$ cat config.mk
export PLATFORM = sky130hd
export DESIGN_NAME = laneAlu
export DESIGN_NICKNAME = d
export VERILOG_FILES = /design/src/rtl/lanePkg.sv /design/src/rtl/laneAlu.sv
export VERILOG_INCLUDE_DIRS = /design/src /design/src/include
export SDC_FILE = /design/constraint.sdc
export NUM_CORES = 1
export LEC_CHECK = 0
export BUFFER_PORTS_ARGS = -buffer_cell sky130_fd_sc_hd__buf_4
export CELL_PAD_IN_SITES_DETAIL_PLACEMENT = 1
export CELL_PAD_IN_SITES_GLOBAL_PLACEMENT = 1
export CORE_ASPECT_RATIO = 1.1
export CORE_MARGIN = 4
export CORE_UTILIZATION = 40
export DETAILED_ROUTE_END_ITERATION = 6
export GPL_TIMING_DRIVEN = 1
export PLACE_DENSITY_LB_ADDON = 0.1
export SLEW_MARGIN = 20
export SYNTH_ARGS = -nofsm -noshare
export SYNTH_HDL_FRONTEND = slang
export SYNTH_SLANG_ARGS = --single-unit
$ cat constraint.sdc
create_clock -name clock -period 1.4 [get_ports clock]
set_input_delay 0.21 -clock clock [delete_from_list [all_inputs] [get_ports clock]]
set_output_delay 0.21 -clock clock [all_outputs]
set_load 0.05 [all_outputs]
$ cat src/include/lane_consts.svh
// Lane-wide width and instruction-field macros; include wherever widths or fields are needed
`ifndef LANE_CONSTS_SVH
`define LANE_CONSTS_SVH

`define LANE_XLEN	64	// Data path width
`define LANE_RID_W	6	// Register id width
`define LANE_ZZR	6'd63	// Zero register, reads 0, drops writes

// Instruction word fields
`define LANE_OPC_HI	31
`define LANE_OPC_LO	26
`define LANE_OPC_W	6
`define LANE_RD_HI	25	// Destination
`define LANE_RD_LO	20
`define LANE_RD_W	6
`define LANE_RS_HI	19	// Source A
`define LANE_RS_LO	14
`define LANE_RS_W	6
`define LANE_RT_HI	13	// Source B, register forms only
`define LANE_RT_LO	8
`define LANE_RT_W	6
`define LANE_IMM_HI	13	// Signed immediate, shares bits with source B
`define LANE_IMM_LO	0
`define LANE_IMM_W	14

`endif

$ cat src/rtl/lanePkg.sv
// Opcode, micro-command and ALU sub-operation types shared by the lane stages
package lanePkg;

	// Architectural opcodes, anything else decodes as a nop
	typedef enum logic [5:0] {
		opNop	= 6'd0,
		opMovIr	= 6'd1,	// Rd = sext(imm)
		opAdd	= 6'd2,
		opSub	= 6'd3,
		opAnd	= 6'd4,
		opXor	= 6'd5,
		opMulw	= 6'd6,	// Signed 32x32 to 64
		opLoad	= 6'd7	// Rd = mem[Rs + sext(imm)]
	} laneOpcode;

	// Micro-commands carried down the pipe
	typedef enum logic [3:0] {
		ucNop	= 4'd0,
		ucMovIr	= 4'd1,
		ucAlu	= 4'd2,	// Sub-operation in laneAluOp
		ucMulw	= 4'd3,
		ucLoad	= 4'd4
	} laneUCmd;

	// ALU sub-operations for ucAlu
	typedef enum logic [1:0] {
		aluAdd	= 2'd0,
		aluSub	= 2'd1,
		aluAnd	= 2'd2,
		aluXor	= 2'd3
	} laneAluOp;

endpackage

$ cat src/rtl/laneAlu.sv
// First execute stage: ALU results, move-immediate and load address, registered at edge 2
`timescale 1ns/10ps
`include "lane_consts.svh"

module laneAlu (
	input  logic			clock,
	input  logic			arstN,
	input  logic			dValid,
	input  lanePkg::laneUCmd	dUCmd,
	input  lanePkg::laneAluOp	dAluOp,
	input  logic [`LANE_RID_W-1:0]	dRegIdRn,
	input  logic [`LANE_XLEN-1:0]	dValA,
	input  logic [`LANE_XLEN-1:0]	dValB,
	input  logic [`LANE_XLEN-1:0]	dImm,
	output logic			aValid,
	output lanePkg::laneUCmd	aUCmd,
	output logic [`LANE_RID_W-1:0]	aRegIdRn,
	output logic [`LANE_XLEN-1:0]	aRes,		// ALU result or load address
	output logic [`LANE_XLEN-1:0]	aMulA,		// Sign-extended low word of A
	output logic [`LANE_XLEN-1:0]	aMulB		// Sign-extended low word of B
);

	import lanePkg::*;

	logic [`LANE_XLEN-1:0]	aluOut;
	logic [`LANE_XLEN-1:0]	resNext;

	always_comb begin
		case (dAluOp)
			aluAdd:  aluOut = dValA + dValB;
			aluSub:  aluOut = dValA - dValB;
			aluAnd:  aluOut = dValA & dValB;
			default: aluOut = dValA ^ dValB;	// aluXor
		endcase
	end

	always_comb begin
		resNext = '0;	// Mulw fills this in next stage
		case (dUCmd)
			ucAlu:   resNext = aluOut;
			ucMovIr: resNext = dImm;
			ucLoad:  resNext = dValA + dImm;	// Effective address
			default: resNext = '0;
		endcase
	end

	always_ff @(posedge clock or negedge arstN) begin
		if (!arstN) begin
			aValid <= 1'b0;
			aUCmd  <= ucNop;
		end else begin
			aValid <= dValid;
			aUCmd  <= dUCmd;
		end
	end

	always_ff @(posedge clock) begin
		aRegIdRn <= dRegIdRn;
		aRes     <= resNext;
		aMulA    <= {{32{dValA[31]}}, dValA[31:0]};	// Only low word is multiplied
		aMulB    <= {{32{dValB[31]}}, dValB[31:0]};
	end

endmodule

==> flow_summary.toml, run 1 <==
[outcome]
error_line = "[ERROR DPL-0033] detailed placement checks failed during check placement."
stop_stage = "clock tree synthesis (4_1_cts)"
outcome = "did not finish"

[synthesis]
synth_fp_nets = 2338
synth_top_area_cell = "dfxtp_1"
ys_types = 86
ys_async_sr_fraction = 0.03597
synth_flop_cell = "dfxtp_1"
syn_area_per_cell_um2 = 7.884
ys_seq_elements = 139
netlist_area_um2 = 15280
ys_seq_area_frac = 0.1838
synth-edff-count = 0
yosysMostFrequentCell = "ha_1"
yosys_warnings = 0
synthTopCellsByCount = "ha_1, a21oi_1, o21ai_0, nand2_1, dfxtp_1"
synth_cells = 1938
ys_top_cells_by_area = "dfxtp_1, ha_1, a21oi_1, xnor2_1, o21ai_0"
synth.top_cell.area_share = 0.1756

[floorplan]
fp.dieW_um = 194.4
io_pins = 410
rows = 74
start_util = 0.4085
die_h_um = 213.0

[clocking]
hold_buffers = 77
clock-root-buffer = "clkbuf_16"
cts_resized = 510
clockBufferDepth = 2
htreeDepth = 4
cts.sinks = 139
cts_buffers = 17
post_cts_buffers = 93

[placement]
finalWeightedCongestion = 1.036
port_buffers = 409
dpl.hpwl_um = 71860
detailedPlace.worstSlack_ns = -3.410
per-stage QoR:
stage,hold slack [ns],std cells,instance area [um^2],util
2_1_floorplan,-0.08559,1938,15700,-
3_3_place_gp,0.01032,3362,23770,0.6355
3_5_place_dp,0.01204,3362,23770,0.6355
kinds of logic after synthesis:
logic type,after synthesis,synth area share
muxes,71,0.04823
AOI/OAI and AO/OA,655,0.2785
adders and majority gates,193,0.1590
buffers and inverters,206,0.06715
xor gates and xnor gates,172,0.09908
and+or+nand+nor,502,0.1643
DFF,139,0.1838
==> inputs of run 2 (changes only) <==
--- a/config.mk
+++ b/config.mk
@@ -7,14 +7,11 @@
 export NUM_CORES = 1
 export LEC_CHECK = 0
 export BUFFER_PORTS_ARGS = -buffer_cell sky130_fd_sc_hd__buf_4
-export CELL_PAD_IN_SITES_DETAIL_PLACEMENT = 1
-export CELL_PAD_IN_SITES_GLOBAL_PLACEMENT = 1
-export CORE_ASPECT_RATIO = 1.1
 export CORE_MARGIN = 4
-export CORE_UTILIZATION = 40
+export CORE_UTILIZATION = 30
 export DETAILED_ROUTE_END_ITERATION = 6
 export GPL_TIMING_DRIVEN = 1
-export PLACE_DENSITY_LB_ADDON = 0.1
+export PLACE_DENSITY_LB_ADDON = 0.15
 export SLEW_MARGIN = 20
 export SYNTH_ARGS = -nofsm -noshare
 export SYNTH_HDL_FRONTEND = slang
==> run 2 against run 1 <==
The flow now finishes, with violations (setup timing). Synthesized cell count unchanged. Area after synthesis is the same.
==> flow_summary.toml, run 2 <==
[floorplan]
rows = 82
dieArea_um2 = 54610
io_pins = 410
die_h_um = 233.7
start_util = 0.3039
core_area_um2 = 50270
fp.dieW_um = 233.7

[synthesis]
synth_flop_cell = "dfxtp_1"
netlist_area_um2 = 15280
synthTopCellsByCount = "ha_1, a21oi_1, o21ai_0, nand2_1, dfxtp_1"
ys_types = 86
synth-edff-count = 0
synth_fp_nets = 2338
ys_async_sr_fraction = 0.03597
synth_cells = 1938
ys_top_cells_by_area = "dfxtp_1, ha_1, a21oi_1, xnor2_1, o21ai_0"
yosys_warnings = 0
ys_seq_elements = 139
yosysMostFrequentCell = "ha_1"
syn_area_per_cell_um2 = 7.884
synth.top_cell.area_share = 0.1756
synth_top_area_cell = "dfxtp_1"
ys_seq_area_frac = 0.1838

[power_and_ir_drop]
p_leak_nw = 13.90
ir_drop_mv = 0.7155
power_density_nw_per_um2 = 794.0

[clocking]
cts.sinks = 139
htreeDepth = 4
cts_buffers = 17
clockBufferDepth = 2
clock-root-buffer = "clkbuf_16"
cts_tree = "built"
path_clk_slew_ns = 0.07

[route]
wl_per_cell_um = 20.37
vias = 19330
wl_um = 76810
drt_first_iter_violations = 1243
ant_nets = 0
drc = 0
viasPerCell = 5.125
drt_first_pass_iters = 6

[finish]
area.sequential_um2 = 2815
final_util = 0.5801
fin_area_um2 = 29160
n_antenna_cell = 0
largest_reg_flops = 64
areaGrowthSynthToFinish_pct = 90.85
layout_commonest_cell = "buf_4"
drive_gt1_frac = 0.5115
largest_register = "aRes"
nets = 3487
reg_top3 = "aRes: 64 flops, aMulA: 32 flops, aMulB: 32 flops"
multiInputGateArea_um2 = 13410
nFillCells = 4599
final_cell_mix = "buf_4, ha_1, nand2_1, dfxtp_1, a21oi_1"

[worst_setup_path]
arrival_ns = 4.43
cp-end-kind = "flip-flop"
path_cells = "buf_6, or4_4, buf_6, or4_4, nor4_4, buf_4, nand3_4, buf_6, o31ai_4, xor2_1, ha_1, a21o_1, buf_4, a21o_1, a21oi_4, o31ai_4, nand2_1, a21oi_1, nor3_1, o21bai_1, a31oi_4, xnor2_1, a211o_1"
worstSetupStartpointType = "primary input"
critPathKind = "primary input to flip-flop"
cp_common_cell = "buf_6"
critical_path_peak_fanout = 4
cp.required_ns = 1.78
cp_slowest_stage_delay_ns = 0.57
slowest_stage = "or4_4"

[timing]
max_clock_freq_mhz = 247.2
period_share = 2.890
rsz0062_at_grt = "true"
setup_ws_ns = -2.646
hold_violations = 0
drv_slew = 0
finalSetupViolations = 128
max_slew_margin = 0.4901
fin_crit_ns = 4.046
max_slew.worst_pin.slew_ns = 0.7612
whs_ns = 0.04577

[global_route]
antenna_found_initial = 2
grt_pass1_vias = 19420
grt-ovfl-total = 0
grt_usage = 0.2668
grt_pass1_wl_um = 112100
grt_max_degree = 42

[outcome]
outcome = "finished, violations left"
violations = "setup timing"

[placement]
dpl.hpwl_um = 61140
placed_area_um2 = 24260
finalWeightedCongestion = 0.9487
port_buffers = 409

[worst_hold_path]
hold_class = "primary input to flip-flop"

[run]
drv_cap = 0
==> run 2: timing repair <==
action,in CTS,in global routing
pin swaps,204,152
buffers inserted,63,36
resized for setup,375,277
hold endpoints to repair,89,0
hold buffers,85,0
gates cloned,4,4
endpoints found under the setup margin,128,127
==> run 2: metal layers <==
| metal | global-route usage | part of all wire | vias to the layer above |
|---|---|---|---|
| li1 | - | - | 9417 |
| met1 | 0.3581 | 0.45 | 9180 |
| met2 | 0.4396 | 0.47 | 629 |
| met3 | 0.04134 | 0.058 | 100 |
| met4 | 0.08244 | 0.027 | 2 |
| met5 | 0 | 0.00014 | - |
==> run 2: critical path, delay by kind of cell <==
| family | cells | cell delay [ns] |
|---|---|---|
| xor+xnor | 2 | 0.30 |
| buf+inv | 5 | 0.70 |
| compound gates | 9 | 1.53 |
| simple gates | 6 | 1.44 |
| fa+ha+maj | 1 | 0.22 |
==> run 2: logic make-up (layout without fill, tap and decap cells) <==
logic type	after synthesis	in the layout	synth area share
muxes	71	71	0.04823
and+or+nand+nor	502	502	0.1643
buffers and inverters	206	1367	0.06715
DFF	139	139	0.1838
xor gates and xnor gates	172	172	0.09908
AOI/OAI and AO/OA	655	655	0.2785
adders and majority gates	193	193	0.1590
==> run 2: metrics by stage <==
step | setup slack [ns] | cells | power (mW) | setup TNS, ns
floorplan | -2.623 | 1938 | 10.48 | -112.71
global placement | -3.598 | 3577 | 15.71 | -166.68
detailed placement | -3.678 | 3577 | 15.73 | -167.19
CTS | -2.578 | 3746 | 22.31 | -130.31
global route | -2.831 | 3771 | 24.34 | -141.38
finish | -2.646 | 3771 | 23.15 | -131.12
==> run 2: final timing paths <==
| kind | cells past startpoint | slack (ns) | to | startpoint |
|---|---|---|---|---|
| worst max-delay path | 23 | -2.65 | aRes[61] | dValB[15] |
| worst min-delay path | 3 | 0.05 | aRes[33] | dImm[33] |
| max in group asynchronous | 2 | 1.21 | aValid | arstN |
| min in group asynchronous | 2 | 0.07 | aUCmd[0] | arstN |
==> run 2: power by group <==
group / leakage [nW] / switching (mW) / internal [mW]
Sequential: 1.17 / 0.104 / 4.20
Combinational: 12.4 / 7.21 / 6.80
Clock: 0.289 / 2.11 / 2.73
==> run 2: final cells by class <==
type	count	share of cell area
inverter	36	0.004720
multi-input combinational	1593	0.4597
clock inverter	11	0.004677
sequential	139	0.09654
timing repair buffer	1300	0.3898
clock buffer	20	0.01566
tap	672	0.02883
No activity file was read; power rests on OpenSTA's default activity.
==> inputs of run 3 (changes only) <==
--- a/config.mk
+++ b/config.mk
@@ -7,6 +7,8 @@
 export NUM_CORES = 1
 export LEC_CHECK = 0
 export BUFFER_PORTS_ARGS = -buffer_cell sky130_fd_sc_hd__buf_4
+export CELL_PAD_IN_SITES_DETAIL_PLACEMENT = 0
+export CELL_PAD_IN_SITES_GLOBAL_PLACEMENT = 1
 export CORE_MARGIN = 4
 export CORE_UTILIZATION = 30
 export DETAILED_ROUTE_END_ITERATION = 6
==> constraint.sdc (replaced) <==
create_clock -name clock -period 5.17 [get_ports clock]
set_input_delay 0.7755 -clock clock [delete_from_list [all_inputs] [get_ports clock]]
set_output_delay 0.7755 -clock clock [all_outputs]
set_load 0.05 [all_outputs]
==> run 3 against run 2 <==
The flow finishes with violations (DRC). First-iteration DRC count grew 7.6%. Global-route usage decreased by 2.0 points. Count of clock-buffer cells in the layout down 3. Worst hold slack improved by 0.030 ns. Sequential share of layout area increased by 3.7 points. Largest power group unchanged.
==> flow_summary.toml, run 3 (synthesis results as in run 2) <==
[outcome]
outcome = "finished, violations left"
violations = "DRC"

[global_route]
grt_usage = 0.2464
grt_pass1_vias = 16450
grt_pass1_wl_um = 102300
grt-ovfl-total = 0
grt_max_degree = 77
antenna_found_initial = 3

[timing]
max_slew.worst_pin.slew_ns = 0.9682
whs_ns = 0.07578
drv_slew = 0
max_slew_margin = 0.3545
max_clock_freq_mhz = 201.3
fin_crit_ns = 4.967
period_share = 0.9607
setup_ws_ns = 0.2032
finalSetupViolations = 0
rsz0062_at_grt = "false"
hold_violations = 0

[worst_setup_path]
critPathKind = "primary input to flip-flop"
cp_slowest_stage_delay_ns = 0.59
worstSetupStartpointType = "primary input"
cp_common_cell = "buf_4"
cp.required_ns = 5.53
path_cells = "buf_4, or4_4, or4_4, nor4_4, buf_4, and2_2, a21oi_1, xnor2_1, ha_1, a21oi_1, o21ai_0, a21o_1, a21oi_1, nor2_1, a211o_1, a41oi_1, buf_4, o21ai_0, o21ai_1, buf_4, xor2_1, o21ai_0"
cp-startpoint = "dValB[18]"
crit_end = "aRes[58]"
arrival_ns = 5.33
critical_path_peak_fanout = 5
cp-end-kind = "flip-flop"
slowest_stage = "or4_4"

[finish]
final_util = 0.4172
nets = 2864
drive_gt1_frac = 0.3173
largest_reg_flops = 64
multiInputGateArea_um2 = 11510
nFillCells = 5222
fin_area_um2 = 20970
areaGrowthSynthToFinish_pct = 37.26
largest_register = "aRes"
layout_commonest_cell = "buf_4"
area.sequential_um2 = 2808
reg_top3 = "aRes: 64 flops, aMulA: 32 flops, aMulB: 32 flops"
final_cell_mix = "buf_4, ha_1, a21oi_1"

[power_and_ir_drop]
power.share.switching = 0.4291
clkPwrFrac = 0.245
finalPower_mw = 5.088
p_leak_nw = 9.913
ir_drop_mv = 0.2444
p_int_mw = 2.904
power.share.combinational = 0.526
seqPwrFrac = 0.229
power_density_nw_per_um2 = 242.6
p_sw_mw = 2.183

[clocking]
clock-root-buffer = "clkbuf_16"
cts_tree = "built"
post_cts_buffers = 0
cts.sinks = 139
path_clk_slew_ns = 0.07
htreeDepth = 4
cts_buffers = 17
clockBufferDepth = 2

[placement]
port_buffers = 409
detailedPlace.worstSlack_ns = -0.3415
dpl.hpwl_um = 56820
finalWeightedCongestion = 0.9295
placed_area_um2 = 20360

[floorplan]
core_area_um2 = 50270
die_h_um = 233.7
fp.dieW_um = 233.7
start_util = 0.3039
dieArea_um2 = 54610
rows = 82
io_pins = 410

[worst_hold_path]
hold_class = "primary input to async pin"

[route]
drt_first_iter_violations = 1338
viasPerCell = 5.338
drt_first_pass_iters = 7
ant_nets = 0
vias = 16820
wl_um = 69570
drc = 1
wl_per_cell_um = 22.08

[run]
drv_cap = 0
run 3: changes by cell type in the layout (fill, tap and decap cells not counted), sizes merged:
cell and change:
diode +2, dlygate4sd3 -85, bufinv -1, inv +4, clkbuf -7, clkinv -1
clkinvlp +2, buf -534
run 3: worst max-delay path: cells and delay by family:
family | cells | cell delay [ns]
buffers and inverters | 4 | 0.59
adders and majority gates | 1 | 0.32
and+or+nand+nor | 5 | 1.56
AOI/OAI and AO/OA | 10 | 1.67
xor gates and xnor gates | 2 | 0.40
run 3: worst min-delay path by stage:
stage | end | slack, ns | cells after the start
2_1_floorplan | aUCmd[0] | 0.48 | 0
3_3_place_gp | aUCmd[2] | 0.58 | 1
3_5_place_dp | aValid | 0.58 | 1
4_1_cts | aUCmd[3] | 0.02 | 1
5_1_grt | aValid | 0.05 | 1
6_report | aUCmd[2] | 0.08 | 1
run 3: routing by layer:
metal  GRT usage  wire length (um)  vias to the layer above
li1            -                 -                     8187
met1      0.3281             30970                     8001
met2      0.4153             33280                      553
met3     0.03317              3750                       78
met4     0.07130              1549                        2
met5           0                20                        -
run 3: repair_timing:
action / in CTS / in global routing
hold buffers: 0 / 0
endpoints found under the setup margin: 0 / 6
gates resized for setup: 0 / 15
run 3: area by class of cell:
cell class / instances / share of cell area
multi-input cells: 1593 / 0.5490
repair buffers: 677 / 0.2435
flip-flops and latches: 139 / 0.1339
well taps: 672 / 0.04009
clock buffers: 17 / 0.02028
clock inverters: 15 / 0.006503
inverters: 36 / 0.006443
diodes: 2 / 0.0002386
run 3: through the flow:
| stage | TNS (ns) | std cells |
|---|---|---|
| floorplan | 0 | 1938 |
| CTS | 0 | 3149 |
| global placement | -3.798 | 3117 |
| global route | 0 | 3151 |
| finish | 0 | 3151 |
| detailed placement | -3.051 | 3117 |
run 3: power by group through the flow:
stage	Sequential (mW)	Combinational [mW]	Clock [mW]
6_report	1.17	2.67	1.25
5_1_grt	1.17	2.89	1.33
4_1_cts	1.17	2.66	1.31
3_5_place_dp	1.19	2.65	0
3_3_place_gp	1.19	2.65	0
2_1_floorplan	1.41	1.35	0
