### config.mk
export PLATFORM = sky130hd
export DESIGN_NAME = laneResult
export DESIGN_NICKNAME = d
export VERILOG_FILES = /design/src/rtl/lanePkg.sv /design/src/rtl/laneResult.sv
export VERILOG_INCLUDE_DIRS = /design/src /design/src/include
export SDC_FILE = /design/constraint.sdc
export NUM_CORES = 1
export LEC_CHECK = 0
export BUFFER_PORTS_ARGS = -buffer_cell sky130_fd_sc_hd__buf_2
export CAP_MARGIN = 20
export CORE_MARGIN = 1.5
export CORE_UTILIZATION = 35
export CTS_BUF_LIST = sky130_fd_sc_hd__clkbuf_16
export DETAILED_ROUTE_END_ITERATION = 8
export PLACE_DENSITY = 0.79
export SLEW_MARGIN = 20
export SYNTH_ARGS = -nofsm -noshare
export SYNTH_HDL_FRONTEND = slang
export SYNTH_SLANG_ARGS = --single-unit
### constraint.sdc
create_clock -name clock -period 0.8 [get_ports clock]
set_input_delay 0.16 -clock clock [delete_from_list [all_inputs] [get_ports clock]]
set_output_delay 0.16 -clock clock [all_outputs]
set_load 0.05 [all_outputs]
### src/include/lane_consts.svh
// Lane-wide width and instruction-field macros; include wherever widths or fields are needed
`ifndef LANE_CONSTS_SVH
`define LANE_CONSTS_SVH

`define LANE_XLEN	64	// Data path width
`define LANE_RID_W	6	// Register id width
`define LANE_ZZR	6'd63	// Zero register, reads 0, drops writes

// Instruction word fields
`define LANE_OPC_HI	31
`define LANE_OPC_LO	26
`define LANE_OPC_W	6
`define LANE_RD_HI	25	// Destination
`define LANE_RD_LO	20
`define LANE_RD_W	6
`define LANE_RS_HI	19	// Source A
`define LANE_RS_LO	14
`define LANE_RS_W	6
`define LANE_RT_HI	13	// Source B, register forms only
`define LANE_RT_LO	8
`define LANE_RT_W	6
`define LANE_IMM_HI	13	// Signed immediate, shares bits with source B
`define LANE_IMM_LO	0
`define LANE_IMM_W	14

`endif

### src/rtl/lanePkg.sv
// Opcode, micro-command and ALU sub-operation types shared by the lane stages
package lanePkg;

	// Architectural opcodes, anything else decodes as a nop
	typedef enum logic [5:0] {
		opNop	= 6'd0,
		opMovIr	= 6'd1,	// Rd = sext(imm)
		opAdd	= 6'd2,
		opSub	= 6'd3,
		opAnd	= 6'd4,
		opXor	= 6'd5,
		opMulw	= 6'd6,	// Signed 32x32 to 64
		opLoad	= 6'd7	// Rd = mem[Rs + sext(imm)]
	} laneOpcode;

	// Micro-commands carried down the pipe
	typedef enum logic [3:0] {
		ucNop	= 4'd0,
		ucMovIr	= 4'd1,
		ucAlu	= 4'd2,	// Sub-operation in laneAluOp
		ucMulw	= 4'd3,
		ucLoad	= 4'd4
	} laneUCmd;

	// ALU sub-operations for ucAlu
	typedef enum logic [1:0] {
		aluAdd	= 2'd0,
		aluSub	= 2'd1,
		aluAnd	= 2'd2,
		aluXor	= 2'd3
	} laneAluOp;

endpackage

### src/rtl/laneResult.sv
// Third execute stage: chooses final destination and value, applies flush, drives writeback
`timescale 1ns/10ps
`include "lane_consts.svh"

module laneResult (
	input  logic			clock,
	input  logic			arstN,
	input  logic			mValid,
	input  lanePkg::laneUCmd	mUCmd,
	input  logic [`LANE_RID_W-1:0]	mRegIdRn,
	input  logic [`LANE_XLEN-1:0]	mRes,
	input  logic [`LANE_XLEN-1:0]	memDataIn,	// Load data for this cycle
	input  logic			branchFlush,	// Kills the op in this stage
	output logic			wbValid,
	output logic [`LANE_RID_W-1:0]	wbRegId,
	output logic [`LANE_XLEN-1:0]	wbValue
);

	import lanePkg::*;

	logic [`LANE_RID_W-1:0]	finalId;
	logic [`LANE_XLEN-1:0]	finalVal;
	logic			finalEn;

	always_comb begin
		finalId  = mRegIdRn;	// Forward by default
		finalVal = mRes;
		if (mUCmd == ucLoad) begin
			finalVal = memDataIn;	// Load replaces address with data
		end
		if (branchFlush) begin
			finalId = `LANE_ZZR;	// Flushed op writes nowhere
		end
	end

	assign finalEn = mValid && (mUCmd != ucNop) && (finalId != `LANE_ZZR);

	always_ff @(posedge clock or negedge arstN) begin
		if (!arstN) begin
			wbValid <= 1'b0;
		end else begin
			wbValid <= finalEn;
		end
	end

	always_ff @(posedge clock) begin
		wbRegId <= finalId;
		wbValue <= finalVal;
	end

endmodule

Word level (Yosys, flattened, before mapping)
Index checks and enable logic that the tools add are counted.
{"block": "word_totals", "reg_bits": 71}
{"block": "op_classes", "n_eq_ne": 2, "mux": 2, "reduce_logical": 3}
{"operator": "two-way mux 64 bit", "count": 1}
{"operator": "two-way mux 6 bit", "count": 1}
{"operator": "inequality test 6 bit (second input constant)", "count": 1}
{"operator": "== test 4 x 3 -> 1 bit (second input constant)", "count": 1}
{"operator": "nonzero test 4 bit", "count": 1}
{"operator": "logical AND 1 bit", "count": 2}

Longest topological paths before layout
Gate-level depths: netlist of the first run.
{"block": "logic_depth", "word_depth": 3, "depth_mapped": 4, "mapped_depth_nobuf": 2}

Least setup slack after synthesis of the first run
OpenSTA, ideal clock, no wires.
{"block": "synth_timing", "path_type": "input -> register", "startpoint": "in mUCmd[3]", "endpoint": "reg wbValue[10]", "setup_ns": 0.121, "t_arrival_ns": 1.078, "required_time_ns": 0.679, "setup_slack_ns": -0.400, "stages": 4, "path_cell_list": "nor4b_4 buf_6 buf_12 mux2_4"}
{"block": "synth_via", "elab_chain_cells": 2}
{"item": "start, declared", "line_no": "laneResult.sv:9", "text": "input lanePkg::laneUCmd mUCmd,"}
{"item": "== test 4 x 3 -> 1 bit", "line_no": "laneResult.sv:28", "text": "if (mUCmd == ucLoad) begin"}
{"item": "two-way mux 64 bit", "line_no": "laneResult.sv:28"}
{"item": "via finalVal[10]", "line_no": "laneResult.sv:22", "text": "logic [`LANE_XLEN-1:0] finalVal;"}
{"item": "end signal, assigned", "line_no": "laneResult.sv:48", "text": "wbValue <= finalVal;"}
{"item": "end, declared", "line_no": "laneResult.sv:16", "text": "output logic [`LANE_XLEN-1:0] wbValue"}
The timed path passes the listed nets, and every way through them passes these cells.

Worst setup path in the final report of the first run
{"block": "layout_timing", "startpoint": "in mUCmd[1]", "endpoint": "reg wbValue[36]"}
Same word-level chain as after synthesis.

==> results_tabular.tex, run 1 <==
\begin{tabular}{lr}
\hline
Metric & Value \\
\hline
\multicolumn{2}{l}{\textbf{Status}} \\
Run status & finished, violations left \\
Violations in the final reports & negative setup slack \\
\multicolumn{2}{l}{\textbf{Yosys}} \\
Sequential element share of the synthesized area & 54.9\% \\
Post-synthesis cell type count & 13 \\
Count of yosys warnings during synthesis & 0 \\
Post-synthesis register bit count & 71 \\
Mean area per synthesized cell & 16.9 um\^{}2 \\
Syn Inst Count & 154 \\
Synth Net Count & 296 \\
Syn Std Cell Area & 2600 um\^{}2 \\
\multicolumn{2}{l}{\textbf{Floorplan}} \\
Std cell rows & 31 \\
Starting utilization of the core area & 36.0\% \\
Die area & 7950 um\^{}2 \\
Core footprint & 7210 um\^{}2 \\
Die boundary width & 89.2 um \\
Die span in y & 89.2 um \\
Number of top-level pins & 213 \\
\multicolumn{2}{l}{\textbf{Routing}} \\
WL/cell & 15.8 um \\
Via count & 2115 \\
DRT iter0 DRCs & 24 \\
Number of routed nets with antenna violations & 0 \\
Detailed-route DRC error count & 0 \\
Post-DR vias/cell & 4.27 \\
Routed wire length & 7.83 mm \\
Drt first pass iters & 2 \\
\multicolumn{2}{l}{\textbf{Pwr}} \\
Total power after layout & 9.83 mW \\
Power share of the combinational group & 24.4\% \\
Pwr/cell area & 1950 nW/um\^{}2 \\
Switching part of the total power & 27.8\% \\
Switching power & 2.73 mW \\
Static Leakage & 2.46 nW \\
Peak ir drop on the vdd network & 0.943 mV \\
Sequential group share of total power & 40.5\% \\
Clock share of power & 35.1\% \\
Internal power & 7.09 mW \\
\multicolumn{2}{l}{\textbf{STA}} \\
Final setup vio count & 135 \\
Final setup slack of the worst path & -312 ps \\
Setup repair after global routing missed its margin & true \\
Final critical-path required period & 1110 ps \\
Max-Slew Margin vs Limit & 85.6\% \\
Fin. max-slew vios & 0 \\
Worst slew pin tran & 214 ps \\
Final number of hold-violating endpoints & 0 \\
Maximum achievable frequency & 0.899 GHz \\
Fraction of the cycle the final worst path needs & 139\% \\
\multicolumn{2}{l}{\textbf{Clock tree}} \\
Clock root buffer & sky130\_fd\_sc\_hd\_\_clkbuf\_16 \\
Clock net sink count & 71 \\
CTS tree & built \\
Deepest clock path buffer count & 2 \\
Clk pin slew, worst setup/hold paths & 60 ps \\
Clock H-tree levels & 3 \\
Total clock buffers created by CTS & 9 \\
\multicolumn{2}{l}{\textbf{Job}} \\
Number of violations of the max-capacitance limit & 0 \\
\multicolumn{2}{l}{\textbf{Worst setup path}} \\
Required time at the endpoint of the critical path & 1000 ps \\
Arrival @ worst endpoint & 1310 ps \\
Type of element launching the critical path & primary input \\
Critical path peak fanout & 7 \\
CP startpoint & mUCmd[1] \\
Crit path capture type & register \\
Critical path class & in -> reg \\
\multicolumn{2}{l}{\textbf{Cells and area}} \\
Core utilization of the finished layout & 69.9\% \\
Area growth from synthesis to final layout & 93.9\% \\
Final \#Nets & 533 \\
Leading cell types in the layout, fill and taps excluded & sky130\_fd\_sc\_hd\_\_buf\_2, sky130\_fd\_sc\_hd\_\_buf\_8, sky130\_fd\_sc\_hd\_\_dfxtp\_2 \\
Antenna diode count & 0 \\
Share of final-layout standard cells stronger than drive strength 1 & 97.5\% \\
Finished Cell Area & 5040 um\^{}2 \\
Most common cell after layout, fill and taps aside & sky130\_fd\_sc\_hd\_\_buf\_2 \\
\multicolumn{2}{l}{\textbf{Placed design}} \\
Placement Cell Area & 3800 um\^{}2 \\
Setup Slack @ Placement & -643 ps \\
Detailed placer's ending HPWL & 5.12 mm \\
Number of port buffers & 212 \\
RD Place Congestion & 0.710 \\
\multicolumn{2}{l}{\textbf{Global route}} \\
Vias in the first global route & 2218 \\
Global-route total usage across every layer & 17.2\% \\
Maximum number of pins on one net before global-route repair & 19 \\
Antenna violations before repair & 0 \\
Remaining global-route overflow & 0 \\
Global-route wire length before repair & 10.1 mm \\
\multicolumn{2}{l}{\textbf{Worst hold path}} \\
Type of the worst min-delay path & in -> reg \\
Critical hold path startpoint & mRegIdRn[5] \\
\hline
\end{tabular}
-- registers in the layout, summed over array words and instances (netlist names) --
register  count
wbRegId       6
wbValid       1
wbValue      64
-- final timing paths --
kind | depth (start not counted) | to
hold / removal | 2 | wbRegId[5]
max in group asynchronous | 2 | wbValid
setup / recovery | 6 | wbValue[36]
min in group asynchronous | 2 | wbValid
-- area by class of cell --
cell class	instances	area, um^2
fillers	506	2170
repair buffers	233	2090
flip-flops and latches	71	1510
multi-input cells	76	1060
clock buffers	9	225
well taps	99	124
clock inverters	7	33.8
-- cell usage after synthesis (all sizes together) --
master	number	share of area (%)
or2	6	1.4
mux2	64	36
nor4b	1	0.91
dfxtp	70	54
nand4	1	0.24
buf	7	5.1
o211a	1	0.39
or4	1	0.34
nor2b	1	0.24
nand2	1	0.14
dfrtp	1	0.96
-- critical path: stages --
cell,delay [ps]
sky130_fd_sc_hd__buf_8,100
sky130_fd_sc_hd__nor4b_4,280
sky130_fd_sc_hd__buf_6,170
sky130_fd_sc_hd__buf_12,140
sky130_fd_sc_hd__clkbuf_16,160
sky130_fd_sc_hd__mux2_4,300
-- kinds of logic (layout without fill, tap and decap cells) --
| logic type | Yosys count | after routing | share of synthesized area [%] |
|---|---|---|---|
| AND/OR/NAND/NOR | 11 | 11 | 3.32 |
| flip-flops | 71 | 71 | 54.9 |
| AO/OA/AOI/OAI | 1 | 1 | 0.385 |
| multiplexers | 64 | 64 | 36.4 |
| buffers and inverters | 7 | 249 | 5.05 |
-- repair_timing --
action	CTS	global route
pin swaps	0	1
hold endpoints to repair	1	0
setup endpoints to repair	135	135
gates cloned	0	5
resized for setup	252	46
setup buffers	0	1
hold buffers	1	0
-- power by group through the flow --
stage	Combinational [mW]	Clock [mW]	Sequential (mW)
floorplan	0.409	0	4.74
finish	2.40	3.45	3.98
CTS	2.26	3.52	3.95
global placement	1.84	0	3.89
global route	2.49	3.67	4.00
detailed placement	1.87	0	3.90
-- stage by stage --
step           std cells  hold WS (ps)  TNS (ps)
2_1_floorplan        154          -136    -25250
3_3_place_gp         472         -64.8    -36700
3_5_place_dp         472         -63.6    -38250
4_1_cts              489          30.2    -25770
5_1_grt              495          26.5    -30940
6_report             495          41.2    -28520
-- layer usage --
metal / vias up / routed length (um) / global-route usage, %
met5: - / 0 / 0
met4: 0 / 116 / 7.13
met3: 11 / 687 / 6.93
met2: 118 / 4470 / 35.2
met1: 975 / 2560 / 14.2
li1: 1011 / - / -
(Power assumes the default switching activity.)
==> run 2: changes to the inputs <==
--- a/config.mk
+++ b/config.mk
@@ -9,10 +9,10 @@
 export BUFFER_PORTS_ARGS = -buffer_cell sky130_fd_sc_hd__buf_2
 export CAP_MARGIN = 20
 export CORE_MARGIN = 1.5
-export CORE_UTILIZATION = 35
+export CORE_UTILIZATION = 38
 export CTS_BUF_LIST = sky130_fd_sc_hd__clkbuf_16
 export DETAILED_ROUTE_END_ITERATION = 8
-export PLACE_DENSITY = 0.79
+export PLACE_DENSITY = 0.82
 export SLEW_MARGIN = 20
 export SYNTH_ARGS = -nofsm -noshare
 export SYNTH_HDL_FRONTEND = slang
==> constraint.sdc (replaced) <==
create_clock -name clock -period 1.2 [get_ports clock]
set_input_delay 0.24 -clock clock [delete_from_list [all_inputs] [get_ports clock]]
set_output_delay 0.24 -clock clock [all_outputs]
set_load 0.05 [all_outputs]
==> run 2 against run 1 <==
  * The flow now finishes without violations
  * Worst hold slack improved by 74 ps
  * Clock power fell by 26%
  * Non-clock buffer count fell by 4
  * Sequential share of layout area rose by 4.3 points
  * Cell count fell by 5.3%
  * Die area fell by 7.6%
  * Via count fell by 2.1%
  * Worst setup slack improved by 350 ps
  * Core utilization fell by 5.8 points
  * Critical path depth fell by 1
  * First-iteration DRC count did not move
  * Sequential cell count did not move
  * Largest power group unchanged
==> results_tabular.tex, run 2 (synthesized netlist as in run 1, its figures left out) <==
\begin{tabular}{lr}
\hline
Metric & Value \\
\hline
\multicolumn{2}{l}{\textbf{Cells and area}} \\
Antenna diode count & 0 \\
Final \#Nets & 529 \\
Register name with the most flops & wbValue \\
Largest registers & wbValue (64), wbRegId (6), wbValid (1) \\
Number of non-filler instances in the completed layout & 469 \\
Share of final-layout standard cells stronger than drive strength 1 & 80.1\% \\
Flip-flop count of the largest register, all copies and words added & 64 \\
Leading cell types in the layout, fill and taps excluded & sky130\_fd\_sc\_hd\_\_buf\_2, sky130\_fd\_sc\_hd\_\_dfxtp\_1, sky130\_fd\_sc\_hd\_\_mux2\_4 \\
Area growth from synthesis to final layout & 60.1\% \\
Most common cell after layout, fill and taps aside & sky130\_fd\_sc\_hd\_\_buf\_2 \\
\multicolumn{2}{l}{\textbf{Floorplan}} \\
Core footprint & 6490 um\^{}2 \\
Number of top-level pins & 213 \\
Die area & 7350 um\^{}2 \\
Die boundary width & 85.7 um \\
Starting utilization of the core area & 40.0\% \\
Die span in y & 85.7 um \\
Std cell rows & 29 \\
\multicolumn{2}{l}{\textbf{Global route}} \\
Global-route wire length before repair & 9.04 mm \\
Remaining global-route overflow & 0 \\
Global-route total usage across every layer & 16.6\% \\
Antenna violations before repair & 0 \\
Maximum number of pins on one net before global-route repair & 17 \\
Vias in the first global route & 2078 \\
\multicolumn{2}{l}{\textbf{Routing}} \\
Post-DR vias/cell & 4.41 \\
DR top layer & met4 \\
Routed met3 length & 654 um \\
Number of routed nets with antenna violations & 0 \\
Detailed-route DRC error count & 0 \\
Drt first pass iters & 4 \\
Via count & 2070 \\
Routed wire length & 6.44 mm \\
DRT iter0 DRCs & 24 \\
WL/cell & 13.7 um \\
Length of routed met2 wiring & 3.50 mm \\
Post-Route M1 WL & 2.18 mm \\
\multicolumn{2}{l}{\textbf{Worst setup path}} \\
Critical path peak fanout & 11 \\
Required time at the endpoint of the critical path & 1410 ps \\
Library cell contributing the largest single delay on the critical path & sky130\_fd\_sc\_hd\_\_nor4b\_4 \\
Type of element launching the critical path & primary input \\
Slowest stage delay, CP & 350 ps \\
Crit path capture type & register \\
Arrival @ worst endpoint & 1370 ps \\
Critical path class & in -> reg \\
Critical-path cell list & buf\_2 > nor4b\_4 > buf\_12 > buf\_12 > mux2\_4 \\
Top cell by count, worst path & sky130\_fd\_sc\_hd\_\_buf\_12 \\
\multicolumn{2}{l}{\textbf{STA}} \\
Fraction of the cycle the final worst path needs & 96.9\% \\
Final critical-path required period & 1160 ps \\
Maximum achievable frequency & 0.860 GHz \\
Final setup vio count & 0 \\
Worst slew pin tran & 317 ps \\
Minimum hold slack & 115 ps \\
Setup repair after global routing missed its margin & false \\
Fin. max-slew vios & 0 \\
Max-Slew Margin vs Limit & 78.8\% \\
Final number of hold-violating endpoints & 0 \\
\multicolumn{2}{l}{\textbf{Worst hold path}} \\
Type of the worst min-delay path & in -> reg \\
Worst hold stages & 2 \\
Hold Path End & wbRegId[4] \\
Critical hold path startpoint & mRegIdRn[4] \\
\multicolumn{2}{l}{\textbf{Pwr}} \\
Peak ir drop on the vdd network & 0.816 mV \\
Static Leakage & 2.16 nW \\
Pwr/cell area & 1530 nW/um\^{}2 \\
\multicolumn{2}{l}{\textbf{Clock tree}} \\
Clk pin slew, worst setup/hold paths & 60 ps \\
Deepest clock path buffer count & 2 \\
Clock H-tree levels & 3 \\
Total clock buffers created by CTS & 9 \\
Clock net sink count & 71 \\
Clock root buffer & sky130\_fd\_sc\_hd\_\_clkbuf\_16 \\
CTS tree & built \\
\multicolumn{2}{l}{\textbf{Placed design}} \\
Cells after DPL & 451 \\
RD Place Congestion & 0.690 \\
Detailed placer's ending HPWL & 5.19 mm \\
Number of port buffers & 212 \\
\multicolumn{2}{l}{\textbf{Job}} \\
Number of violations of the max-capacitance limit & 0 \\
\multicolumn{2}{l}{\textbf{Status}} \\
Run status & completed \\
\hline
\end{tabular}
run 2: stage by stage:
step / setup slack, ps / util (%) / setup TNS, ps / power, mW / instance area (um^2)
6_report: 36.7 / 64.1 / 0 / 6.36 / 4160
5_1_grt: 8.26 / 64.1 / 0 / 6.61 / 4160
4_1_cts: 0.0893 / 63.5 / 0 / 6.43 / 4130
3_5_place_dp: -334 / 58.9 / -17720 / 3.86 / 3830
3_3_place_gp: -309 / 58.9 / -16980 / 3.83 / 3830
2_1_floorplan: -79.8 / - / -4790 / 3.43 / 2600
run 2: critical path, delay by kind of cell:
family	cells	cell delay, ps
buffers and inverters	3	470
AND/OR/NAND/NOR	1	350
multiplexers	1	300
run 2: layout make-up:
class	count	area [um^2]
Clock buffer	9	225
Clock inverter	7	65.1
Fill cell	499	2330
Multi-Input combinational cell	76	1040
Sequential cell	71	1430
Tap cell	77	96.3
Timing Repair Buffer	229	1310
run 2: worst max-delay path by stage:
stage                     startpoint          end  slack, ps  cells past startpoint
after floorplan             mUCmd[3]  wbValue[10]        -80                      4
after global placement      mUCmd[3]  wbValue[50]       -310                      5
after detailed placement    mUCmd[3]  wbValue[30]       -330                      5
after CTS                   mUCmd[0]  wbValue[30]       0.09                      5
after global routing        mUCmd[1]   wbValue[3]          8                      5
final                       mUCmd[1]  wbValue[16]         40                      5
run 2: per-layer routing:
| layer | vias to the layer above | GRT usage [%] |
|---|---|---|
| met1 | 931 | 14.5 |
| li1 | 1000 | - |
| met4 | 0 | 7.62 |
| met2 | 129 | 31.8 |
| met3 | 10 | 7.51 |
| met5 | - | 0 |
run 2: timing repair:
item | in CTS | in global routing
endpoints found under the hold margin | 1 | 0
gates resized for setup | 0 | 3
setup endpoints to repair | 1 | 16
cloned | 0 | 1
hold buffers | 1 | 0
pin swaps | 1 | 1
setup buffers | 0 | 0
run 2: power by group:
part	internal, mW	total (mW)	switching (mW)
combinational	0.503	1.27	0.764
sequential	2.51	2.55	0.0331
clock	1.59	2.54	0.953
