==> src/include/lane_consts.svh <==
// Lane-wide width and instruction-field macros; include wherever widths or fields are needed
`ifndef LANE_CONSTS_SVH
`define LANE_CONSTS_SVH

`define LANE_XLEN	64	// Data path width
`define LANE_RID_W	6	// Register id width
`define LANE_ZZR	6'd63	// Zero register, reads 0, drops writes

// Instruction word fields
`define LANE_OPC_HI	31
`define LANE_OPC_LO	26
`define LANE_OPC_W	6
`define LANE_RD_HI	25	// Destination
`define LANE_RD_LO	20
`define LANE_RD_W	6
`define LANE_RS_HI	19	// Source A
`define LANE_RS_LO	14
`define LANE_RS_W	6
`define LANE_RT_HI	13	// Source B, register forms only
`define LANE_RT_LO	8
`define LANE_RT_W	6
`define LANE_IMM_HI	13	// Signed immediate, shares bits with source B
`define LANE_IMM_LO	0
`define LANE_IMM_W	14

`endif

==> src/rtl/lanePkg.sv <==
// Opcode, micro-command and ALU sub-operation types shared by the lane stages
package lanePkg;

	// Architectural opcodes, anything else decodes as a nop
	typedef enum logic [5:0] {
		opNop	= 6'd0,
		opMovIr	= 6'd1,	// Rd = sext(imm)
		opAdd	= 6'd2,
		opSub	= 6'd3,
		opAnd	= 6'd4,
		opXor	= 6'd5,
		opMulw	= 6'd6,	// Signed 32x32 to 64
		opLoad	= 6'd7	// Rd = mem[Rs + sext(imm)]
	} laneOpcode;

	// Micro-commands carried down the pipe
	typedef enum logic [3:0] {
		ucNop	= 4'd0,
		ucMovIr	= 4'd1,
		ucAlu	= 4'd2,	// Sub-operation in laneAluOp
		ucMulw	= 4'd3,
		ucLoad	= 4'd4
	} laneUCmd;

	// ALU sub-operations for ucAlu
	typedef enum logic [1:0] {
		aluAdd	= 2'd0,
		aluSub	= 2'd1,
		aluAnd	= 2'd2,
		aluXor	= 2'd3
	} laneAluOp;

endpackage

==> src/rtl/laneDecode.sv <==
// Decode stage: splits the instruction, picks the micro-command and latches operands at edge 1
`timescale 1ns/10ps
`include "lane_consts.svh"

module laneDecode (
	input  logic			clock,
	input  logic			arstN,
	input  logic			instrValid,	// One-cycle strobe
	input  logic [31:0]		instrWord,
	input  logic [`LANE_XLEN-1:0]	regValA,	// From register file
	input  logic [`LANE_XLEN-1:0]	regValB,
	output logic [`LANE_RID_W-1:0]	regIdA,		// To register file
	output logic [`LANE_RID_W-1:0]	regIdB,
	output logic			dValid,
	output lanePkg::laneUCmd	dUCmd,
	output lanePkg::laneAluOp	dAluOp,
	output logic [`LANE_RID_W-1:0]	dRegIdRn,	// Destination id
	output logic [`LANE_XLEN-1:0]	dValA,
	output logic [`LANE_XLEN-1:0]	dValB,
	output logic [`LANE_XLEN-1:0]	dImm		// Sign-extended immediate
);

	import lanePkg::*;

	logic [`LANE_OPC_W-1:0]	opcField;
	logic [`LANE_RD_W-1:0]	rdField;
	logic [`LANE_RS_W-1:0]	rsField;
	logic [`LANE_RT_W-1:0]	rtField;
	logic [`LANE_IMM_W-1:0]	immField;
	laneOpcode		opc;
	laneUCmd		nextUCmd;
	laneAluOp		nextAluOp;
	logic [`LANE_XLEN-1:0]	immSext;

	assign opcField = instrWord[`LANE_OPC_HI:`LANE_OPC_LO];
	assign rdField  = instrWord[`LANE_RD_HI:`LANE_RD_LO];
	assign rsField  = instrWord[`LANE_RS_HI:`LANE_RS_LO];
	assign rtField  = instrWord[`LANE_RT_HI:`LANE_RT_LO];
	assign immField = instrWord[`LANE_IMM_HI:`LANE_IMM_LO];

	assign regIdA  = rsField;	// Operand read happens before edge 1
	assign regIdB  = rtField;
	assign immSext = {{(`LANE_XLEN - `LANE_IMM_W){immField[`LANE_IMM_W-1]}}, immField};
	assign opc     = laneOpcode'(opcField);

	always_comb begin
		nextUCmd  = ucNop;
		nextAluOp = aluAdd;
		case (opc)
			opMovIr: nextUCmd = ucMovIr;
			opAdd: begin
				nextUCmd  = ucAlu;
				nextAluOp = aluAdd;
			end
			opSub: begin
				nextUCmd  = ucAlu;
				nextAluOp = aluSub;
			end
			opAnd: begin
				nextUCmd  = ucAlu;
				nextAluOp = aluAnd;
			end
			opXor: begin
				nextUCmd  = ucAlu;
				nextAluOp = aluXor;
			end
			opMulw: nextUCmd = ucMulw;
			opLoad: nextUCmd = ucLoad;	// Address = A + imm
			default: nextUCmd = ucNop;	// opNop and undefined codes
		endcase
	end

	always_ff @(posedge clock or negedge arstN) begin
		if (!arstN) begin
			dValid <= 1'b0;
			dUCmd  <= ucNop;
		end else begin
			dValid <= instrValid;
			dUCmd  <= instrValid ? nextUCmd : ucNop;	// Idle cycles carry nop
		end
	end

	always_ff @(posedge clock) begin
		dAluOp   <= nextAluOp;
		dRegIdRn <= rdField;
		dValA    <= regValA;
		dValB    <= regValB;
		dImm     <= immSext;
	end

endmodule

==> config.mk <==
export PLATFORM = sky130hd
export DESIGN_NAME = laneDecode
export DESIGN_NICKNAME = d
export VERILOG_FILES = /design/src/rtl/lanePkg.sv /design/src/rtl/laneDecode.sv
export VERILOG_INCLUDE_DIRS = /design/src /design/src/include
export SDC_FILE = /design/constraint.sdc
export NUM_CORES = 1
export LEC_CHECK = 0
export BUFFER_PORTS_ARGS = -buffer_cell sky130_fd_sc_hd__clkbuf_2
export CORE_AREA = 2 2 150 152
export DETAILED_ROUTE_END_ITERATION = 10
export DIE_AREA = 0 0 152 154
export GPL_ROUTABILITY_DRIVEN = 0
export PLACE_DENSITY_LB_ADDON = 0.08
export SETUP_SLACK_MARGIN = 0.4
export SYNTH_ARGS = -nofsm -noshare
export SYNTH_HDL_FRONTEND = slang
export SYNTH_SLANG_ARGS = --single-unit
==> constraint.sdc <==
create_clock -name clock -period 2.13 [get_ports clock]
set_input_delay 0.213 -clock clock [delete_from_list [all_inputs] [get_ports clock]]
set_output_delay 0.213 -clock clock [all_outputs]
set_load 0.02 [all_outputs]
Word-level counts from Yosys, hierarchy flattened
Index checks and enable logic that the tools add are counted.
Operators by class
  $add $sub $neg: 0
  bitwise operators: 0
  divide/modulo/power cells: 0
  equal/unequal tests: 7
  reductions and logical operators: 1
  multiplexer cells: 3
  $mul: 0
  magnitude comparators: 0
  shift-type cells: 0
Operators by type and width (number)
  == test 6 x 3 -> 1 bit (second input constant): 4
  == test 6 x 2 -> 1 bit (second input constant): 2
  one-hot mux 3 bit (4 select lines): 1
  == test 6 x 1 -> 1 bit (second input constant): 1
  one-hot mux 2 bit (3 select lines): 1
  two-way mux 4 bit: 1
  OR reduction 4 bit: 1
Storage, ports and cells
  memories: 0
  ROM bits: 0
  latch bits: 0
  output and inout bits: 217
  flip-flop bits (word level): 155
  RAM bits: 0
  bits of input ports: 163

Longest topological paths before layout
Gate-level depths: netlist (run 1).
  depth in word-level cells: 4
  mapped depth: 2
  depth with buffers taken out: 2

Least setup slack after synthesis (run 1)
No wires, ideal clock.
  path type: register -> output
  start: register, netlist name dImm[13]
  end: output dImm[14]
  data required time: 1.917 ns
  arrival time: 1.511 ns
  buffers on the path: 1
  cell stages (with the launch flop): 2
  setup slack: 0.406 ns
  path through: dfxtp_1 buf_4
RTL lines
  to (decl): RTL line laneDecode.sv:20  | output logic [`LANE_XLEN-1:0] dImm
No word-level cell between the ends.

Worst setup path after layout (run 1)
  start: register, netlist name dImm[13]
  end: output dImm[18]
No word-level cell between the ends.

==> results.toml, run 1 <==
[global_routing]
grt_pass1_wl_mm = 18.2
grt_max_degree = 52
globalRouteOverflowTotal = 0
antenna_found_initial = 1
grt_usage_pct = 10.1
first_global_vias = 3617

[detailed_routing]
drt-wirelength-per-cell_um = 11.8
viasPerCell = 3.32
ant_nets = 0
drt_iter0_markers = 73
dr.pass1.iters = 3
drc = 0
num_vias = 3308
drt_wl_total_mm = 11.8

[critical_path]
crit_start = "dImm[13]$_DFF_P_"
crit_fanout = 51
path_class = "register to primary output"
critPathCapture = "dImm[18]"
startpoint_type = "register"
cp-end-kind = "primary output"
arrival_ns = 1.31
required_ns = 1.92

[clock_network]
cts_buffers = 17
cts_sinks = 154
cts-root-buf = "clkbuf_16"
cts_tree = "done"
clkSlewWorstSetupHoldPaths_ns = 0.07
htreeDepth = 4
cts_buffer_depth = 2

[logic_synthesis]
yosys_register_bits = 154
synth.net_count = 393
synthTopCellsByCount = "150 x dfxtp_1, 63 x buf_4, 4 x dfrtp_1"
netlist-cell-type-count = 15
synthTopCellsByArea = "dfxtp_1 82%, buf_4 13%, dfrtp_1 2.7%, or4b_4 0.38%, nor3b_2 0.34%"
netlist.area_leader.share_pct = 81.9
synth_edf_count = 0
synthFlopType = "dfxtp_1"
yosysTopAreaCell = "dfxtp_1"
syn_area_per_cell_um2 = 16.0
ys_warn_count = 0
synth.most_common_cell = "dfxtp_1"
synth_area_um2 = 3670
synth_cells = 230
ys_seq_area_share_pct = 84.6
async_flop_share_pct = 2.60

[timing]
fin_crit_sh_pct = 71.3
setup_viol = 0
setup_tns_ns = 0
fmax_mhz = 658
fin_ws_ns = 0.611
final-max-slew-violation-count = 0
finalCriticalPeriod_ns = 1.52
hold_viol = 0
rsz0062_at_grt = "false"
finalHoldWorstSlack_ns = 0.0643

[run_status]
outcome = "finished, final reports clean"

[placement]
port_buffers = 366
dpl.hpwl_mm = 9.00
post_dp_cell_area_um2 = 5390
dpl_worst_slack_ns = 1.02

[cells_and_area]
fin_nets = 866
fin_util_pct = 34.6
drive_gt1_share_pct = 56.1
area_growth_pct = 105
postLayoutCellArea_um2 = 7500

[floorplanning]
die-height_um = 154
die-area_um2 = 23400
io-pin-count = 380
core-area_um2 = 21700
fp-row-count = 54
initial_core_util_pct = 16.9
die_w_um = 152

[hold_path]
hp-start = "instrWord[26]"
hold_class = "primary input to register"

[power_and_ir_drop]
irDropWorstVdd_v = 0.000435
p_leak_nw = 3.80
p_per_area_nw_per_um2 = 941

[run]
maxCapViolCount = 0
## per-layer routing
metal	GRT usage, %	part of all wire [%]
met1	8.26	30
met2	19.4	56
met3	6.03	13
met4	3.74	1.2
met5	0	0
## layout by cell type, fill, tap and decap left out, drive strengths merged
| cell | count |
|---|---|
| diode | 1 |
| buf | 1 |
| or4b | 1 |
| clkbuf | 384 |
| a21oi | 1 |
| bufinv | 2 |
| nor3 | 1 |
| conb | 1 |
| dfxtp | 150 |
| dfrtp | 4 |
| or3b | 1 |
| nor3b | 1 |
| clkinv | 2 |
| clkinvlp | 3 |
| inv | 7 |
| dlygate4sd3 | 150 |
| nor2 | 2 |
| nand3b | 1 |
| xor2 | 1 |
| and3 | 1 |
| nand3 | 1 |
| and3b | 1 |
## worst min-delay path by stage
| stage | cells after the start | endpoint |
|---|---|---|
| 2_1_floorplan | 0 | dUCmd[0]$_DFF_PN0_ |
| 3_5_place_dp | 1 | dValid$_DFF_PN0_ |
| 4_1_cts | 2 | dAluOp[0]$_DFF_P_ |
| 6_report | 2 | dAluOp[0]$_DFF_P_ |
| 5_1_grt | 2 | dAluOp[0]$_DFF_P_ |
| 3_3_place_gp | 1 | dValid$_DFF_PN0_ |
## layout make-up
class / instances / area (um2)
diodes: 1 / 2.50
clock inverters: 14 / 176
clock buffers: 18 / 439
flip-flops and latches: 154 / 3100
fillers: 2200 / 14200
multi-input cells: 13 / 92.6
well taps: 280 / 350
repair buffers: 517 / 3340
## stage by stage
step / power [mW] / std cells
floorplan: 3.52 / 230
global placement: 3.79 / 814
detailed placement: 3.79 / 814
CTS: 7.21 / 996
global route: 7.40 / 997
finish: 7.06 / 997
## power by group
part | internal [mW] | switching (mW)
clock | 1.81 | 1.32
sequential | 3.03 | 0.0389
combinational | 0.413 | 0.445
## sequential cells by signal, summed over array words and instances, names as in the netlist
name      flops
dImm         14
dUCmd         3
dValid        1
dValA        64
dAluOp        2
dRegIdRn      6
dValB        64
## logic make-up after synthesis
| family | Yosys count | synth area share, % |
|---|---|---|
| AO/OA/AOI/OAI | 1 | 0.136 |
| buffers and inverters | 63 | 12.9 |
| other | 1 | 0.102 |
| XOR/XNOR | 1 | 0.239 |
| AND/OR/NAND/NOR | 10 | 2.05 |
| flip-flops | 154 | 84.6 |
## worst max-delay path: stages, from the launching register on
cell,delay (ns)
dfxtp_1,0.31
buf_4,0.35
clkbuf_2,0.24
## repair_timing
item	in CTS	in global routing
endpoints found under the hold margin	153	0
hold buffers	150	0
buffers inserted	0	0
resized for setup	0	0
(Power assumes the default switching activity.)
==> run 2, diff against run 1 <==
--- a/config.mk
+++ b/config.mk
@@ -7,9 +7,9 @@
 export NUM_CORES = 1
 export LEC_CHECK = 0
 export BUFFER_PORTS_ARGS = -buffer_cell sky130_fd_sc_hd__clkbuf_2
-export CORE_AREA = 2 2 150 152
+export CORE_AREA = 2 2 147 149
 export DETAILED_ROUTE_END_ITERATION = 10
-export DIE_AREA = 0 0 152 154
+export DIE_AREA = 0 0 149 151
 export GPL_ROUTABILITY_DRIVEN = 0
 export PLACE_DENSITY_LB_ADDON = 0.08
 export SETUP_SLACK_MARGIN = 0.4
==> constraint.sdc (replaced) <==
create_clock -name clock -period 1.5 [get_ports clock]
set_input_delay 0.15 -clock clock [delete_from_list [all_inputs] [get_ports clock]]
set_output_delay 0.15 -clock clock [all_outputs]
set_load 0.02 [all_outputs]
==> run 2 against run 1 <==
Against the previous run: wire length fell by 1.1%; final area rose by 3.0%; total power rose by 38%; die area fell by 3.9%; critical endpoint is now dImm[20].
==> results.toml, run 2 (same netlist as run 1, synthesis figures left out) <==
[run_status]
outcome = "finished, final reports clean"

[critical_path]
crit_fanout = 25
cp-end-kind = "primary output"
path_class = "register to primary output"
max_stage_delay_ns = 0.38
cpMaxStageDelayCell = "dfxtp_4"
crit_family = "flip-flops"
required_ns = 1.35
cp_cell_sequence = "buf_12 -> clkbuf_4"
arrival_ns = 1.13
startpoint_type = "register"
crit_buf_inv = 2

[detailed_routing]
ant_nets = 0
viasPerCell = 3.32
drc = 0
num_vias = 3292
dr.pass1.iters = 4
drt-wirelength-per-cell_um = 11.7
drt_iter0_markers = 45
drt_wl_total_mm = 11.6

[cells_and_area]
final_common_cell = "clkbuf_2"
final_cell_mix = "292 x clkbuf_2, 149 x dlygate4sd3_1, 147 x dfxtp_1"
drive_gt1_share_pct = 56.7
area_growth_pct = 111
fillCellCount = 2042
top_regs = "dValA (64), dValB (64), dImm (14)"
fin_nets = 868
antenna_cells = 0

[placement]
dpl.hpwl_mm = 8.70
port_buffers = 366

[global_routing]
grt_pass1_wl_mm = 16.0
grt_max_degree = 26
grt_usage_pct = 9.66
antenna_found_initial = 0
first_global_vias = 3233
globalRouteOverflowTotal = 0

[clock_network]
cts_tree = "done"
htreeDepth = 4
cts-root-buf = "clkbuf_16"
cts_buffer_depth = 2
cts_sinks = 154
clkSlewWorstSetupHoldPaths_ns = 0.07
cts_buffers = 17

[power_and_ir_drop]
p_sw_share_pct = 26.1
irDropWorstVdd_v = 0.000671
p_leak_nw = 3.89
combPwrFrac_pct = 13.2
p_per_area_nw_per_um2 = 1260
pwr-share-clk_pct = 42.0
seqPwrFrac_pct = 44.7
cell_internal_pwr_mw = 7.20
power_mw = 9.75
p_sw_mw = 2.55

[timing]
fin_crit_sh_pct = 85.0
hold_viol = 0
fmax_mhz = 784
rsz0062_at_grt = "true"
final-max-slew-violation-count = 0
setup_tns_ns = 0
finalCriticalPeriod_ns = 1.28
setup_viol = 0

[run]
maxCapViolCount = 0

[floorplanning]
io-pin-count = 380
initial_core_util_pct = 17.6
die_w_um = 149
core-area_um2 = 20800
die-area_um2 = 22500
fp-row-count = 53
die-height_um = 151

[hold_path]
hold_class = "primary input to register"
run 2: layout make-up:
class | count | area [um2] | area share (%)
Clock buffer | 18 | 439 | 5.68
Clock inverter | 14 | 129 | 1.67
Multi-Input combinational cell | 13 | 92.6 | 1.20
Sequential cell | 154 | 3110 | 40.2
Tap cell | 275 | 344 | 4.45
Timing Repair Buffer | 519 | 3620 | 46.8
run 2: repair_timing:
action | 4_1_cts | 5_1_grt
hold endpoints to repair | 153 | 0
setup endpoints to repair | 58 | 71
buffers inserted | 3 | 0
gates resized for setup | 36 | 68
hold buffers | 150 | 0
run 2: worst min-delay path: stages:
cell and delay, ns:
clkbuf_2 0.10, nand3_1 0.11, nor2_1 0.04
run 2: path summary, 6_finish.rpt:
path | startpoint | cells past startpoint | to
worst min-delay path | instrWord[26] | 3 | dUCmd[2]$_DFF_PN0_
max in group asynchronous | arstN | 2 | dUCmd[0]$_DFF_PN0_
min in group asynchronous | arstN | 2 | dValid$_DFF_PN0_
worst max-delay path | dImm[13]$_DFF_P_ | 2 | dImm[20]
run 2: power by group through the flow:
| stage | Clock [mW] | Combinational [mW] | Sequential, mW |
|---|---|---|---|
| final | 4.09 | 1.29 | 4.36 |
| after global routing | 4.43 | 1.38 | 4.38 |
| after CTS | 4.28 | 1.30 | 4.36 |
| after detailed placement | 0 | 0.900 | 4.47 |
| after global placement | 0 | 0.909 | 4.47 |
| after floorplan | 0 | 0.251 | 4.74 |
run 2: metal layers:
layer	global-route usage, %	vias to the layer above	wire length [um]
met5	0	-	0
met4	4.05	0	156
met3	5.57	8	1470
met2	18.8	226	6470
met1	7.83	1455	3530
li1	-	1603	-
run 2: through the flow:
stage / utilization, % / setup WS [ns] / cells / hold slack, ns / cell area (um2)
2_1_floorplan: - / 0.537 / 230 / -0.146 / 3670
3_3_place_gp: 25.8 / 0.466 / 808 / -0.0395 / 5380
3_5_place_dp: 25.8 / 0.433 / 808 / -0.0330 / 5380
4_1_cts: 36.9 / 0.194 / 993 / 0.00276 / 7690
5_1_grt: 37.1 / 0.165 / 993 / 0.0147 / 7730
6_report: 37.1 / 0.225 / 993 / 0.0260 / 7730
==> run 3, diff against run 2 <==
--- a/config.mk
+++ b/config.mk
@@ -12,6 +12,7 @@
 export DIE_AREA = 0 0 149 151
 export GPL_ROUTABILITY_DRIVEN = 0
 export PLACE_DENSITY_LB_ADDON = 0.08
+export REMOVE_ABC_BUFFERS = 1
 export SETUP_SLACK_MARGIN = 0.4
 export SYNTH_ARGS = -nofsm -noshare
 export SYNTH_HDL_FRONTEND = slang
==> run 3 against run 2 <==
Against the previous run: final area up 1.9%; combinational power up 3%; critical path depth unchanged; flip-flop and latch count unchanged; count of clock-buffer cells in the layout unchanged; clock power up 5.4%; worst setup slack worse by 0.034 ns; sequential power about the same; die area unchanged; sequential share of layout area down 0.76 points; critical path type unchanged; non-clock buffer count up 1.
==> results.toml, run 3 (same netlist as run 1, synthesis figures left out) <==
[run_status]
outcome = "finished, final reports clean"

[detailed_routing]
dr.pass1.iters = 4
drt-wirelength-per-cell_um = 12.7
drc = 0
num_vias = 3357
viasPerCell = 3.37
ant_nets = 0
drt_iter0_markers = 31
drt_wl_total_mm = 12.6

[cells_and_area]
fin_nets = 869
stdcell_count = 996
final_common_cell = "clkbuf_2"
area_growth_pct = 115
top_regs = "dValA (64), dValB (64), dImm (14)"
final_cell_mix = "275 x clkbuf_2, 150 x dlygate4sd3_1, 147 x dfxtp_1"
drive_gt1_share_pct = 56.5
postLayoutCellArea_um2 = 7880

[timing]
setup_viol = 0
hold_viol = 0
fmax_mhz = 764
finalHoldWorstSlack_ns = 0.0213
rsz0062_at_grt = "true"
fin_ws_ns = 0.190
finalCriticalPeriod_ns = 1.31
fin_crit_sh_pct = 87.3
final-max-slew-violation-count = 0

[critical_path]
crit_buf_inv = 2
max_stage_delay_ns = 0.38
path_class = "register to primary output"
required_ns = 1.35
cp_cell_sequence = "buf_16 -> clkbuf_8"
cp-end-kind = "primary output"
crit_family = "flip-flops"
startpoint_type = "register"
crit_fanout = 25
cpMaxStageDelayCell = "dfxtp_4"
arrival_ns = 1.16

[floorplanning]
initial_core_util_pct = 17.6
die-height_um = 151
core-area_um2 = 20800
die_w_um = 149
die-area_um2 = 22500
fp-row-count = 53
io-pin-count = 380

[clock_network]
clkSlewWorstSetupHoldPaths_ns = 0.06
htreeDepth = 4
cts_tree = "done"
cts_sinks = 154
cts_buffers = 17
cts-root-buf = "clkbuf_16"
cts_buffer_depth = 2

[power_and_ir_drop]
p_leak_nw = 3.93
combPwrFrac_pct = 13.3
pwr-share-clk_pct = 43.1
cell_internal_pwr_mw = 7.48
seqPwrFrac_pct = 43.6
p_sw_share_pct = 25.2
p_per_area_nw_per_um2 = 1270
p_sw_mw = 2.52
irDropWorstVdd_v = 0.000691

[global_routing]
antenna_found_initial = 2
grt_usage_pct = 11.0
grt_max_degree = 27
globalRouteOverflowTotal = 0
grt_pass1_wl_mm = 17.9
first_global_vias = 3447

[placement]
post_dp_cell_area_um2 = 5390
dpl.hpwl_mm = 9.92
post-place-cells = 809
port_buffers = 366
dpl_worst_slack_ns = 0.437

[hold_path]
hp-start = "instrWord[31]"
hold_class = "primary input to register"
hold_path_depth = 3
holdPathEnd = "dUCmd[0]$_DFF_PN0_"

[run]
maxCapViolCount = 0
## run 3: worst max path at each step
stage	startpoint	endpoint	slack, ns	cells after the start
finish	dImm[13]$_DFF_P_	dImm[43]	0.19	2
global route	dImm[13]$_DFF_P_	dImm[45]	0.14	2
CTS	dImm[13]$_DFF_P_	dImm[43]	0.16	2
detailed placement	instrWord[31]	dUCmd[1]$_DFF_PN0_	0.44	3
global placement	instrWord[31]	dUCmd[1]$_DFF_PN0_	0.47	3
floorplan	dImm[13]$_DFF_P_	dImm[13]	-5.49	0
## run 3: per-stage QoR
step / power, mW / util [%] / TNS, ns
detailed placement: 5.38 / 25.9 / 0
floorplan: 4.85 / - / -279.77
CTS: 10.2 / 37.5 / 0
global route: 10.5 / 37.8 / 0
finish: 10.0 / 37.9 / 0
global placement: 5.38 / 25.9 / 0
## run 3: layout make-up
class,instances,area (um2)
multi-input cells,13,92.6
repair buffers,520,3740
flip-flops and latches,154,3110
fillers,2069,12900
clock inverters,14,161
clock buffers,18,429
diodes,2,5.00
well taps,275,344
## run 3: power by group through the flow
stage | clock network (mW) | logic (mW) | registers [mW]
floorplan | 0 | 0.0117 | 4.84
global placement | 0 | 0.928 | 4.45
detailed placement | 0 | 0.925 | 4.45
CTS | 4.50 | 1.34 | 4.36
global route | 4.69 | 1.42 | 4.38
finish | 4.31 | 1.33 | 4.36
## run 3: what timing repair did
| item | in CTS | in global routing |
|---|---|---|
| cloned | 1 | 0 |
| buffers inserted | 0 | 1 |
| gates resized for setup | 43 | 84 |
| hold endpoints to repair | 155 | 0 |
| pin swaps | 0 | 1 |
| hold buffers | 151 | 0 |
| endpoints found under the setup margin | 60 | 91 |
## run 3: tightest hold or removal path, cell delays in order
cell	delay (ns)
clkbuf_2	0.09
or4b_4	0.13
a21oi_1	0.04
## run 3: metal layers
layer	routed length, um	part of all wire, %	GRT usage, %
met1	3990	32	9.70
met2	7200	57	21.3
met3	1150	9.1	4.49
met4	282	2.2	5.48
met5	0	0	0
